`config.mk`:
```
export PLATFORM = sky130hd
export DESIGN_NAME = uart_top
export DESIGN_NICKNAME = d
export VERILOG_FILES = /design/src/hw/uart_pkg.sv /design/src/hw/uart_top.sv /design/src/hw/uart_ctrl.sv /design/src/hw/rx_sampler.sv /design/src/hw/tx_shifter.sv /design/src/hw/baud_tick_gen.sv
export SDC_FILE = /design/constraint.sdc
export NUM_CORES = 1
export LEC_CHECK = 0
export ABC_CLOCK_PERIOD_IN_PS = 1700
export BUFFER_PORTS_ARGS = -buffer_cell sky130_fd_sc_hd__buf_4
export CORE_ASPECT_RATIO = 1.75
export CORE_MARGIN = 2
export CORE_UTILIZATION = 55
export CTS_CLUSTER_SIZE = 14
export DETAILED_ROUTE_END_ITERATION = 16
export PLACE_DENSITY = 0.75
export SLEW_MARGIN = 40
export SYNTH_ARGS = -nofsm -noshare
export SYNTH_HDL_FRONTEND = slang
export SYNTH_SLANG_ARGS = --single-unit
```
`constraint.sdc`:
```
create_clock -name clk -period 1.7 [get_ports clk]
set_input_delay 0.34 -clock clk [delete_from_list [all_inputs] [get_ports clk]]
set_output_delay 0.34 -clock clk [all_outputs]
set_load 0.05 [all_outputs]
```
`src/hw/uart_pkg.sv`:
```
package uart_pkg;

	localparam int SYNC_STAGES = 3;  // flops in the rx synchronizer

	localparam int DEFAULT_DATA_WIDTH     = 8;
	localparam int DEFAULT_CLOCKS_PER_BIT = 8;
	localparam int DEFAULT_PARITY_EN      = 1;  // 1 = parity bit present
	localparam int DEFAULT_PARITY_ODD     = 0;  // 0 = even, 1 = odd

	localparam int MAX_DATA_WIDTH = 32;  // widest word parity_of accepts

	// start + data + optional parity + stop
	function automatic int frame_bits(
		input int data_width,
		input int parity_en
	);
		return data_width + parity_en + 2;
	endfunction

	// narrower words are zero extended, which leaves the xor unchanged
	function automatic logic parity_of(
		input logic [MAX_DATA_WIDTH-1:0] word,
		input bit                        odd
	);
		logic p;
		p = ^word;  // even parity bit
		return p ^ odd;  // odd sense flips it
	endfunction

endpackage
```
`src/hw/uart_top.sv`:
```
`timescale 1ns/1ps

module uart_top #(
	parameter int DATA_WIDTH     = uart_pkg::DEFAULT_DATA_WIDTH,
	parameter int CLOCKS_PER_BIT = uart_pkg::DEFAULT_CLOCKS_PER_BIT,
	parameter int PARITY_EN      = uart_pkg::DEFAULT_PARITY_EN,
	parameter int PARITY_ODD     = uart_pkg::DEFAULT_PARITY_ODD
) (
	input  logic                  clk,
	input  logic                  reset,
	input  logic                  i_tx_enable,
	input  logic [DATA_WIDTH-1:0] i_tx_data,
	output logic                  o_tx_busy,
	output logic                  o_serial,
	input  logic                  i_serial,   // looped back outside
	output logic [DATA_WIDTH-1:0] o_rx_data,
	output logic                  o_rx_valid,
	output logic                  o_rx_error
);

	logic tx_tick, tx_tick_restart, tx_load, tx_shift;
	logic rx_tick, rx_tick_restart, rx_line, rx_start_edge;
	logic rx_sample_data, rx_sample_parity, rx_sample_stop;
	logic rx_parity_bad, rx_stop_bit;

	uart_ctrl #(
		.DATA_WIDTH(DATA_WIDTH), .CLOCKS_PER_BIT(CLOCKS_PER_BIT), .PARITY_EN(PARITY_EN)
	) u_ctrl (
		.clk(clk), .reset(reset),
		.i_tx_enable(i_tx_enable), .o_tx_busy(o_tx_busy),
		.i_tx_tick(tx_tick), .o_tx_tick_restart(tx_tick_restart),
		.o_tx_load(tx_load), .o_tx_shift(tx_shift),
		.i_rx_tick(rx_tick), .i_rx_line(rx_line), .i_rx_start_edge(rx_start_edge),
		.o_rx_tick_restart(rx_tick_restart),
		.o_rx_sample_data(rx_sample_data), .o_rx_sample_parity(rx_sample_parity),
		.o_rx_sample_stop(rx_sample_stop),
		.i_rx_parity_bad(rx_parity_bad), .i_rx_stop_bit(rx_stop_bit),
		.o_rx_valid(o_rx_valid), .o_rx_error(o_rx_error)
	);

	baud_tick_gen #(.CLOCKS_PER_BIT(CLOCKS_PER_BIT)) u_tx_baud (
		.clk(clk), .reset(reset), .i_restart(tx_tick_restart),
		.i_half_first(1'b0), .o_tick(tx_tick)  // full periods on transmit
	);

	baud_tick_gen #(.CLOCKS_PER_BIT(CLOCKS_PER_BIT)) u_rx_baud (
		.clk(clk), .reset(reset), .i_restart(rx_tick_restart),
		.i_half_first(1'b1), .o_tick(rx_tick)  // centre aligned on receive
	);

	tx_shifter #(
		.DATA_WIDTH(DATA_WIDTH), .PARITY_EN(PARITY_EN), .PARITY_ODD(PARITY_ODD)
	) u_tx_shifter (
		.clk(clk), .reset(reset), .i_load(tx_load), .i_data(i_tx_data),
		.i_shift(tx_shift), .o_serial(o_serial)
	);

	rx_sampler #(
		.DATA_WIDTH(DATA_WIDTH), .PARITY_EN(PARITY_EN), .PARITY_ODD(PARITY_ODD)
	) u_rx_sampler (
		.clk(clk), .reset(reset), .i_serial(i_serial),
		.i_sample_data(rx_sample_data), .i_sample_parity(rx_sample_parity),
		.i_sample_stop(rx_sample_stop),
		.o_line(rx_line), .o_start_edge(rx_start_edge), .o_data(o_rx_data),
		.o_parity_bad(rx_parity_bad), .o_stop_bit(rx_stop_bit)
	);

endmodule

```
`src/hw/uart_ctrl.sv`:
```
`timescale 1ns/1ps

module uart_ctrl #(
	parameter int DATA_WIDTH     = uart_pkg::DEFAULT_DATA_WIDTH,
	parameter int CLOCKS_PER_BIT = uart_pkg::DEFAULT_CLOCKS_PER_BIT,
	parameter int PARITY_EN      = uart_pkg::DEFAULT_PARITY_EN
) (
	input  logic clk,
	input  logic reset,

	input  logic i_tx_enable,        // one cycle request
	output logic o_tx_busy,
	input  logic i_tx_tick,
	output logic o_tx_tick_restart,
	output logic o_tx_load,          // shifter grabs the word
	output logic o_tx_shift,

	input  logic i_rx_tick,          // bit centres once restarted
	input  logic i_rx_line,          // synchronized level
	input  logic i_rx_start_edge,
	output logic o_rx_tick_restart,
	output logic o_rx_sample_data,
	output logic o_rx_sample_parity,
	output logic o_rx_sample_stop,
	input  logic i_rx_parity_bad,
	input  logic i_rx_stop_bit,
	output logic o_rx_valid,
	output logic o_rx_error
);

	import uart_pkg::*;

	localparam int FRAME_BITS = frame_bits(DATA_WIDTH, PARITY_EN);
	localparam int TX_CNT_W   = $clog2(FRAME_BITS + 1);
	localparam int RX_CNT_W   = $clog2(DATA_WIDTH + 1);

	// synchronizer flush plus half a bit of settled line after reset
	localparam int RX_HOLDOFF = SYNC_STAGES + CLOCKS_PER_BIT / 2;
	localparam int HOLD_W     = $clog2(RX_HOLDOFF + 1);

	typedef enum logic [1:0] {
		TX_IDLE,
		TX_WAIT,  // word loaded, waiting for the first tick
		TX_SEND
	} tx_state_t;

	typedef enum logic [2:0] {
		RX_IDLE,
		RX_START,
		RX_DATA,
		RX_PARITY,
		RX_STOP
	} rx_state_t;

	tx_state_t             tx_state;
	logic [TX_CNT_W-1:0]   tx_cnt;       // shifts done in this frame
	logic                  tx_accept;
	logic                  tx_last;      // stop bit on the line

	rx_state_t             rx_state;
	logic [RX_CNT_W-1:0]   rx_bit_cnt;   // data bits taken
	logic [HOLD_W-1:0]     rx_holdoff;
	logic                  rx_ready;
	logic                  rx_start_ok;
	logic                  rx_valid_q;

	assign tx_accept = (tx_state == TX_IDLE) && i_tx_enable;  // ignored while busy
	assign tx_last   = (tx_cnt == TX_CNT_W'(FRAME_BITS));

	assign o_tx_load         = tx_accept;
	assign o_tx_tick_restart = tx_accept;  // first tick one bit period later
	assign o_tx_busy         = (tx_state != TX_IDLE);
	// first shift puts the start bit out, last tick only ends the stop bit
	assign o_tx_shift = i_tx_tick &&
		((tx_state == TX_WAIT) || ((tx_state == TX_SEND) && !tx_last));

	always_ff @(posedge clk) begin
		if (reset) begin
			tx_state <= TX_IDLE;
			tx_cnt   <= '0;
		end else begin
			case (tx_state)
				TX_IDLE: begin
					if (tx_accept) begin
						tx_state <= TX_WAIT;
					end
				end
				TX_WAIT: begin
					if (i_tx_tick) begin
						tx_cnt   <= TX_CNT_W'(1);  // start bit going out
						tx_state <= TX_SEND;
					end
				end
				TX_SEND: begin
					if (i_tx_tick) begin
						if (tx_last) begin
							tx_state <= TX_IDLE;  // stop period over, busy drops
						end else begin
							tx_cnt <= tx_cnt + 1'b1;
						end
					end
				end
				default: tx_state <= TX_IDLE;
			endcase
		end
	end

	assign rx_ready    = (rx_holdoff == '0);
	assign rx_start_ok = (rx_state == RX_IDLE) && i_rx_start_edge && rx_ready;

	assign o_rx_tick_restart  = rx_start_ok;  // half period, so ticks hit bit centres
	assign o_rx_sample_data   = i_rx_tick && (rx_state == RX_DATA);
	assign o_rx_sample_parity = i_rx_tick && (rx_state == RX_PARITY);
	assign o_rx_sample_stop   = i_rx_tick && (rx_state == RX_STOP);

	// sampler flags settle the cycle after the stop strobe
	assign o_rx_valid = rx_valid_q;
	assign o_rx_error = rx_valid_q && (i_rx_parity_bad || !i_rx_stop_bit);

	always_ff @(posedge clk) begin
		if (reset) begin
			rx_state   <= RX_IDLE;
			rx_bit_cnt <= '0;
			rx_holdoff <= HOLD_W'(RX_HOLDOFF);
			rx_valid_q <= 1'b0;
		end else begin
			rx_valid_q <= o_rx_sample_stop;  // one cycle pulse
			if (!rx_ready) begin
				rx_holdoff <= rx_holdoff - 1'b1;
			end
			case (rx_state)
				RX_IDLE: begin
					if (rx_start_ok) begin
						rx_state <= RX_START;
					end
				end
				RX_START: begin
					if (i_rx_tick) begin
						rx_bit_cnt <= '0;
						if (i_rx_line) begin
							rx_state <= RX_IDLE;  // glitch, line back high at centre
						end else begin
							rx_state <= RX_DATA;
						end
					end
				end
				RX_DATA: begin
					if (i_rx_tick) begin
						if (rx_bit_cnt == RX_CNT_W'(DATA_WIDTH - 1)) begin
							rx_state <= (PARITY_EN != 0) ? RX_PARITY : RX_STOP;
						end else begin
							rx_bit_cnt <= rx_bit_cnt + 1'b1;
						end
					end
				end
				RX_PARITY: begin
					if (i_rx_tick) begin
						rx_state <= RX_STOP;
					end
				end
				RX_STOP: begin
					if (i_rx_tick) begin
						rx_state <= RX_IDLE;  // rearm mid stop bit for back to back frames
					end
				end
				default: rx_state <= RX_IDLE;
			endcase
		end
	end

endmodule

```
`src/hw/rx_sampler.sv`:
```
`timescale 1ns/1ps

module rx_sampler #(
	parameter int DATA_WIDTH = uart_pkg::DEFAULT_DATA_WIDTH,
	parameter int PARITY_EN  = uart_pkg::DEFAULT_PARITY_EN,
	parameter int PARITY_ODD = uart_pkg::DEFAULT_PARITY_ODD
) (
	input  logic                  clk,
	input  logic                  reset,
	input  logic                  i_serial,         // asynchronous line in
	input  logic                  i_sample_data,    // centre of a data bit
	input  logic                  i_sample_parity,  // centre of the parity bit
	input  logic                  i_sample_stop,    // centre of the stop bit
	output logic                  o_line,           // synchronized line level
	output logic                  o_start_edge,     // falling edge seen on o_line
	output logic [DATA_WIDTH-1:0] o_data,           // last complete word
	output logic                  o_parity_bad,
	output logic                  o_stop_bit
);

	import uart_pkg::*;

	logic [SYNC_STAGES-1:0] sync_q;   // [0] takes the raw line
	logic                   line_d;   // o_line one cycle back
	logic [DATA_WIDTH-1:0]  shift_q;  // word being assembled

	always_ff @(posedge clk) begin
		if (reset) begin
			sync_q <= '1;  // preset to idle level
			line_d <= 1'b1;
		end else begin
			sync_q <= {sync_q[SYNC_STAGES-2:0], i_serial};
			line_d <= sync_q[SYNC_STAGES-1];
		end
	end

	assign o_line = sync_q[SYNC_STAGES-1];
	assign o_start_edge = line_d & ~o_line;  // high to low, SYNC_STAGES after the pin

	// right shift, so the first bit ends up in [0]
	always_ff @(posedge clk) begin
		if (i_sample_data) begin
			shift_q <= {o_line, shift_q[DATA_WIDTH-1:1]};
		end
	end

	// output word only changes when a frame completes
	always_ff @(posedge clk) begin
		if (i_sample_stop) begin
			o_data <= shift_q;
		end
	end

	always_ff @(posedge clk) begin
		if (reset) begin
			o_parity_bad <= 1'b0;
			o_stop_bit   <= 1'b1;
		end else begin
			if (i_sample_data) begin
				o_parity_bad <= 1'b0;  // fresh frame, clear old mismatch
			end
			if ((PARITY_EN != 0) && i_sample_parity) begin
				o_parity_bad <= (o_line != parity_of(shift_q, PARITY_ODD != 0));
			end
			if (i_sample_stop) begin
				o_stop_bit <= o_line;  // low here means a framing error
			end
		end
	end

endmodule

```
`src/hw/tx_shifter.sv`:
```
`timescale 1ns/1ps

module tx_shifter #(
	parameter int DATA_WIDTH = uart_pkg::DEFAULT_DATA_WIDTH,
	parameter int PARITY_EN  = uart_pkg::DEFAULT_PARITY_EN,
	parameter int PARITY_ODD = uart_pkg::DEFAULT_PARITY_ODD
) (
	input  logic                  clk,
	input  logic                  reset,
	input  logic                  i_load,   // capture a new word
	input  logic [DATA_WIDTH-1:0] i_data,
	input  logic                  i_shift,  // advance one bit
	output logic                  o_serial
);

	import uart_pkg::*;

	localparam int FRAME_BITS = frame_bits(DATA_WIDTH, PARITY_EN);

	logic [FRAME_BITS-1:0] frame;   // {stop, parity, data, start}
	logic [FRAME_BITS:0]   sreg_q;  // frame above the bit now on the line

	always_comb begin
		frame = '1;  // stop bit and any unused slot idle high
		frame[0] = 1'b0;  // start bit
		frame[DATA_WIDTH:1] = i_data;  // lsb goes out first
		if (PARITY_EN != 0) begin
			frame[DATA_WIDTH+1] = parity_of(i_data, PARITY_ODD != 0);
		end
	end

	always_ff @(posedge clk) begin
		if (reset) begin
			sreg_q <= '1;  // line idles high
		end else if (i_load) begin
			sreg_q <= {frame, 1'b1};  // line stays high until the first shift
		end else if (i_shift) begin
			sreg_q <= {1'b1, sreg_q[FRAME_BITS:1]};  // fill with ones behind the frame
		end
	end

	// after the stop bit the register is all ones again
	assign o_serial = sreg_q[0];

endmodule

```
`src/hw/baud_tick_gen.sv`:
```
`timescale 1ns/1ps

module baud_tick_gen #(
	parameter int CLOCKS_PER_BIT = uart_pkg::DEFAULT_CLOCKS_PER_BIT
) (
	input  logic clk,
	input  logic reset,
	input  logic i_restart,     // reload the bit period
	input  logic i_half_first,  // first period after restart is half length
	output logic o_tick         // one cycle per bit period
);

	localparam int CNT_W = (CLOCKS_PER_BIT > 1) ? $clog2(CLOCKS_PER_BIT) : 1;
	localparam int FULL_LOAD = CLOCKS_PER_BIT - 1;
	localparam int HALF_LOAD = (CLOCKS_PER_BIT / 2 > 0) ? CLOCKS_PER_BIT / 2 - 1 : 0;

	logic [CNT_W-1:0] cnt_q;  // cycles left until the next tick

	always_ff @(posedge clk) begin
		if (reset) begin
			cnt_q <= CNT_W'(FULL_LOAD);
		end else if (i_restart) begin
			if (i_half_first) begin
				cnt_q <= CNT_W'(HALF_LOAD);  // lands the first tick mid bit
			end else begin
				cnt_q <= CNT_W'(FULL_LOAD);
			end
		end else if (cnt_q == '0) begin
			cnt_q <= CNT_W'(FULL_LOAD);  // wrap, free running
		end else begin
			cnt_q <= cnt_q - 1'b1;
		end
	end

	// tick fires restart + load + 1 cycles after a restart
	assign o_tick = (cnt_q == '0);

endmodule

```
==> results of run 1 <==
[power breakdown]
| part | switching (mW) | internal [mW] | leakage (nW) |
|---|---|---|---|
| Sequential | 0.0215 | 1.40 | 0.472 |
| Combinational | 0.0910 | 0.0884 | 0.590 |
| Clock | 0.382 | 0.288 | 0.0399 |
[worst min path at each step]
stage | end
finish | u_rx_sampler.sync_q[0]
global route | u_rx_sampler.sync_q[0]
CTS | u_rx_sampler.sync_q[0]
detailed placement | u_rx_baud.cnt_q[0]
global placement | u_rx_baud.cnt_q[0]
floorplan | u_rx_baud.cnt_q[0]
[Yosys cell counts (all sizes together)]
library cell	count	area, um2
dfxtp	40	800.8
nand2	17	63.81
edfxtp	16	480.5
nor2	16	62.56
inv	13	48.80
xnor2	13	113.9
a21oi	12	63.81
a21o	10	75.07
nor3	10	50.05
o21ai	9	48.80
a221o	8	80.08
ha	8	100.1
nand2b	6	45.04
nand3	6	30.03
nor2b	5	33.78
or2	5	31.28
buf	4	31.27
clkbuf	4	15.01
or3	3	18.77
mux2i	2	20.02
nand3b	2	15.01
nor3b	2	15.01
xor2	2	17.52
a2111oi	1	8.760
a211oi	1	7.510
a21boi	1	7.510
a22oi	1	7.510
a31oi	1	6.260
a32oi	1	8.760
nor4	1	6.260
o22ai	1	6.260
o311ai	1	8.760
o31ai	1	7.510
or3b	1	8.760
xnor3	1	22.52
[through the flow]
stage / total power [mW] / cell area, um2 / cells / TNS (ns)
finish: 2.275 / 2731 / 306 / 0
global route: 2.376 / 2731 / 306 / -0.02580
CTS: 2.296 / 2706 / 306 / 0
detailed placement: 1.637 / 2626 / 298 / 0
global placement: 1.632 / 2626 / 298 / 0
floorplan: 1.581 / 2371 / 225 / 0
[layout by cell type, fill, tap and decap left out, types with 2 or more instances in the layout]
master	count
clkbuf_1	2
buf_4	32
a21o_1	10
clkbuf_8	5
nand2_1	17
nor3_1	10
edfxtp_1	16
nor2b_1	4
dfxtp_1	39
a21oi_1	11
nand3b_1	2
nand2b_1	5
ha_1	7
nor3b_1	2
or2_2	4
nor2_1	15
inv_1	13
xor2_1	2
a221o_1	8
xnor2_1	13
or3_1	3
o21ai_0	8
nand3_1	6
mux2i_1	2
[metal layers]
| layer | global-route usage (%) | vias to the layer above | wire length (um) |
|---|---|---|---|
| met2 | 34.77 | 43 | 2344 |
| met1 | 19.48 | 795 | 1599 |
| met4 | 8.120 | 0 | 81 |
| met3 | 3.974 | 7 | 128 |
| li1 | - | 844 | - |
| met5 | 0 | - | 0 |
[repair_timing]
item,CTS,global route
resized for setup,0,5
endpoints found under the setup margin,0,13
setup buffers,0,0
[sequential cells by signal, indices dropped and copies added, names as in the netlist, 4 cells and up]
register,cells
u_tx_shifter.sreg_q,11
u_rx_sampler.o_data,8
u_rx_sampler.shift_q,8
u_ctrl.rx_bit_cnt,4
u_ctrl.tx_cnt,4
[final cells by class]
type,instances,share of cell area [%]
multi-input combinational,148,37.29
clock inverter,1,0.1374
sequential,56,46.95
clock buffer,7,2.794
timing repair buffer,32,8.795
tap,49,2.245
inverter,13,1.787
[kinds of logic (layout without fill, tap and decap cells)]
logic type / after synthesis / after routing / synth area share, %
AO/OA/AOI/OAI: 48 / 48 / 14.22
AND/OR/NAND/NOR: 74 / 74 / 16.07
flip-flops: 56 / 56 / 54.12
buffers and inverters: 21 / 53 / 4.016
multiplexers: 2 / 2 / 0.8457
adder cells (fa/ha/maj): 8 / 8 / 4.228
XOR/XNOR: 16 / 16 / 6.501
==> impl_metrics.json, run 1 <==
{
  "synthToLayoutAreaGrowth_pct": 15.38,
  "hold_ws_ns": 0.2131,
  "cp.buffers_inverters": 0,
  "clk_latency_ns": 0.30,
  "num_rows": 31,
  "dp_hpwl_um": 3013,
  "min-delay-start": "i_serial",
  "coreArea_um2": 4150,
  "r2r-end": "u_tx_shifter.sreg_q[5]",
  "fin_crit_sh_pct": 94.84,
  "status": "completed",
  "yosysWarnings": 0,
  "antenna_cells": 0,
  "synth-seq-cells": 56,
  "finalMaxSlewViolations": 0,
  "clk_path_buf_depth": 2,
  "synth_cell_types": 43,
  "synth_area_um2": 2367,
  "antenna_found_initial": 0,
  "cts_hold_buf": 0,
  "cap_viol_max_count": 0,
  "cp.depth": 6,
  "firstDrtPassIters": 4,
  "first_global_vias": 1687,
  "final_util_pct": 65.81,
  "tightest_slew_ns": 0.3621,
  "period_needed_ns": 1.612,
  "vias_per_cell": 5.520,
  "die_h_um": 90.79,
  "ys_seq_area_share_pct": 54.12,
  "required_ns": 1.90,
  "crit_path_start": "u_ctrl.tx_cnt[1]",
  "powerDensity_nw_per_um2": 832.8,
  "grt_first_pass_wirelength_um": 6982,
  "cp-start-kind": "flop",
  "max_clock_freq_mhz": 620.3,
  "port_buffers": 23,
  "path_class": "flop to flop",
  "critPathMaxStageDelay_ns": 0.37,
  "cts.reportedPaths.clkPinSlew_ns": 0.09,
  "syn-num-nets": 245,
  "gp_congestion": 0.7784,
  "dieWidth_um": 53.60,
  "cts_sinks": 56,
  "initial_utilization_pct": 57.04,
  "grt_usage_pct": 19.04,
  "synthCells": 225,
  "path_cells": "ha_1 -> nand2_1 -> o21ai_4 -> a21oi_4 -> a221o_1 -> a21o_1",
  "maxSlewHeadroom_pct": 75.81,
  "cts_buffers": 5,
  "seqCellArea_um2": 1282,
  "fin_skew_ns": 0.004678,
  "ir_drop_v": 0.0006355,
  "worst_slack_ns": 0.08775,
  "setup_violations": 0,
  "gr-total-overflow": 0,
  "clockRootBuffer": "clkbuf_8",
  "cp_slowest_cell": "dfxtp_1",
  "r2r_slack_ns": 0.09,
  "r2r-start": "u_ctrl.tx_cnt[1]",
  "io_pins": 24,
  "rsz0062_at_grt": "true",
  "vias": 1689,
  "routed_wl_um": 4153,
  "hold_viol_final": 0,
  "grt_max_degree": 31,
  "routedWlPerCell_um": 13.57,
  "min_path_type": "input pin to flop",
  "critPathCapture": "u_tx_shifter.sreg_q[5]",
  "path_max_fanout": 13,
  "fillCellCount": 331,
  "drive_gt1_share_pct": 19.46,
  "p_leak_nw": 1.101,
  "drtAntennaViolNets": 0,
  "end_kind": "flop",
  "multiInputGateArea_um2": 1018,
  "cts_htree_levels": 2,
  "drt_iter0_drc": 26,
  "cp.arrival_ns": 1.82,
  "cts_tree": "built",
  "hold_depth": 2,
  "rr_worst_depth": 6,
  "final_nets": 276,
  "critPathTopFamily": "compound AO/OA/AOI/OAI gates",
  "dp_slack_ns": 0.01295,
  "die_area_um2": 4866,
  "syn_avg_cell_area_um2": 10.52,
  "drc": 0
}
No activity file was read; power rests on OpenSTA's default activity.
==> run 2: changes to the inputs <==
--- a/config.mk
+++ b/config.mk
@@ -16,4 +16,5 @@
 export SLEW_MARGIN = 40
 export SYNTH_ARGS = -nofsm -noshare
 export SYNTH_HDL_FRONTEND = slang
+export SYNTH_HIERARCHICAL = 1
 export SYNTH_SLANG_ARGS = --single-unit
==> impl_metrics.json, run 2 <==
{
  "biggestRegsByFlops": "u_tx_shifter/sreg_q (11), u_rx_sampler/o_data (8), u_rx_sampler/shift_q (8)",
  "io_pins": 24,
  "synth_simple_gate_area_share_pct": 16.95,
  "port_buffers": 23,
  "instances_no_fill": 324,
  "synth_top_family_by_area": "simple AND/OR/NAND/NOR gates",
  "dieWidth_um": 55.22,
  "setup_violations": 1,
  "vias_per_cell": 5.460,
  "yosysWarnings": 6,
  "powerDensity_nw_per_um2": 769.9,
  "cts_buffers": 5,
  "gp_congestion": 0.7944,
  "routedWlPerCell_um": 14.25,
  "drc": 0,
  "end_kind": "flop",
  "synth-seq-cells": 56,
  "syn_avg_cell_area_um2": 11.03,
  "hold_viol_final": 0,
  "drive_gt1_share_pct": 33.33,
  "clockRootBuffer": "clkbuf_8",
  "first_global_vias": 1883,
  "hold_ws_ns": 0.1986,
  "grt_usage_pct": 19.73,
  "fin_area_um2": 3115,
  "synth_fa_ha_area_share_pct": 3.964,
  "max_clock_freq_mhz": 580.9,
  "violations": "setup timing",
  "die_area_um2": 5170,
  "antenna_found_initial": 0,
  "final_common_cell": "buf_4",
  "dp_hpwl_um": 3412,
  "synth_top_cells_by_count": "40 x dfxtp_1, 19 x nand2_1, 16 x edfxtp_1, 16 x mux2i_1",
  "firstDrtPassIters": 4,
  "grt_first_pass_wirelength_um": 8197,
  "syn-num-nets": 249,
  "finalMaxSlewViolations": 0,
  "final_nets": 292,
  "synth_top_area_share_pct": 31.71,
  "cts_htree_levels": 2,
  "p_leak_nw": 1.255,
  "clk_latency_ns": 0.31,
  "ys.flop_type": "dfxtp_1",
  "cts_tree": "built",
  "initial_utilization_pct": 57.33,
  "grt_max_degree": 20,
  "synth_edf_count": 16,
  "required_ns": 1.95,
  "synth_area_um2": 2525,
  "rsz0062_at_grt": "true",
  "fin_crit_sh_pct": 101.3,
  "clk_path_buf_depth": 2,
  "synth-async-reset-ratio_pct": 0,
  "placed_cells": 312,
  "total_power_mw": 2.399,
  "synth.most_common_cell": "dfxtp_1",
  "routed_wl_um": 4618,
  "path_max_fanout": 3,
  "coreArea_um2": 4404,
  "synth_top_cell_by_area": "dfxtp_1",
  "cp.arrival_ns": 1.98,
  "synthToLayoutAreaGrowth_pct": 23.39,
  "ir_drop_v": 0.0006207,
  "synth-xor-area-share_pct": 5.748,
  "period_needed_ns": 1.722,
  "cap_viol_max_count": 0,
  "drt_iter0_drc": 25,
  "min_path_type": "input pin to flop",
  "vias": 1769,
  "largest_reg_flops": 11,
  "synth_compound_area_share_pct": 7.532,
  "fin_skew_ns": 0.01020,
  "worst_slack_ns": -0.02159,
  "dp_slack_ns": -0.07536,
  "cts_sinks": 56,
  "die_h_um": 93.63,
  "synthTopCellsByArea": "dfxtp_1 32%, edfxtp_1 19%, mux2i_1 6.3%",
  "gr-total-overflow": 0,
  "synth_cell_types": 60,
  "cp-start-kind": "flop",
  "ys_seq_area_share_pct": 50.74,
  "synthCells": 229,
  "most-common-layout-cells": "44 x buf_4, 36 x dfxtp_1, 19 x nand2_1, 16 x mux2i_1, 16 x edfxtp_1",
  "dpl_cell_area_um2": 2952,
  "status": "finished, violations left",
  "num_rows": 32,
  "regMostFlops": "u_tx_shifter/sreg_q",
  "antenna_cells": 0,
  "cts.reportedPaths.clkPinSlew_ns": 0.11,
  "synthMuxAreaShare_pct": 9.911,
  "drtAntennaViolNets": 0,
  "path_class": "flop to flop"
}
[run 2: cell count changes in the layout (fill, tap and decap cells not counted), sizes merged, moves of 8 or more]
cell and change:
nor2 -10, buf +14, mux2i +14, a21o -10
mux2 +8, a21oi -10
[run 2: metrics by stage]
step	utilization, %	TNS, ns
final	70.74	-0.02159
after global routing	70.74	-0.4926
after CTS	70.03	-0.01925
after detailed placement	67.02	-0.1670
after global placement	67.02	-0.006513
after floorplan	-	-0.1027
[run 2: path summary, 6_finish.rpt]
path / slack [ns] / start / to / cells past startpoint
worst min-delay path: 0.20 / i_serial / u_rx_sampler/sync_q[0] / 2
worst max register to register: -0.02 / u_rx_sampler/shift_q[2] / u_rx_sampler/o_parity_bad / 4
worst min register to register: 0.39 / u_rx_baud/cnt_q[0] / u_rx_baud/cnt_q[0] / 1
worst max-delay path: -0.02 / u_rx_sampler/shift_q[2] / u_rx_sampler/o_parity_bad / 4
[run 2: logic make-up (layout without fill, tap and decap cells)]
family,after synthesis,after routing
flip-flops,56,56
AO/OA/AOI/OAI,26,26
AND/OR/NAND/NOR,71,71
adder cells (fa/ha/maj),8,8
multiplexers,24,24
XOR/XNOR,15,15
buffers and inverters,27,71
other,2,2
[run 2: cell type report]
type                       instances  area [um2]
clock buffer                       5       68.82
clock inverter                     3       26.28
fill                             360        1289
inverter                          17       63.81
multi-input combinational        146        1236
sequential                        56        1286
tap                               51       63.81
timing repair buffer              46       370.4
[run 2: power breakdown]
| group | internal (mW) | switching, mW |
|---|---|---|
| Clock | 0.300 | 0.454 |
| Sequential | 1.40 | 0.0187 |
| Combinational | 0.113 | 0.107 |
| Total | 1.82 | 0.580 |
[run 2: routing by layer]
layer | vias up | share of wire, % | track usage [%]
li1 | 887 | - | -
met1 | 851 | 39 | 19.70
met2 | 24 | 57 | 39.78
met3 | 7 | 2.3 | 3.043
met4 | 0 | 1.7 | 6.911
met5 | - | 0 | 0
[run 2: what timing repair did]
| action | CTS | global route |
|---|---|---|
| hold endpoints to repair | 0 | 0 |
| gates resized for setup | 7 | 3 |
| pin swaps | 3 | 2 |
| hold buffers | 0 | 0 |
| buffers inserted | 2 | 2 |
| endpoints found under the setup margin | 9 | 11 |
[run 2: worst max-delay path, cell delays in order, from the launching register on]
cell and delay (ns):
edfxtp_1 0.43, xor2_1 0.21, xnor3_1 0.46, or4b_1 0.48, nand3_1 0.09
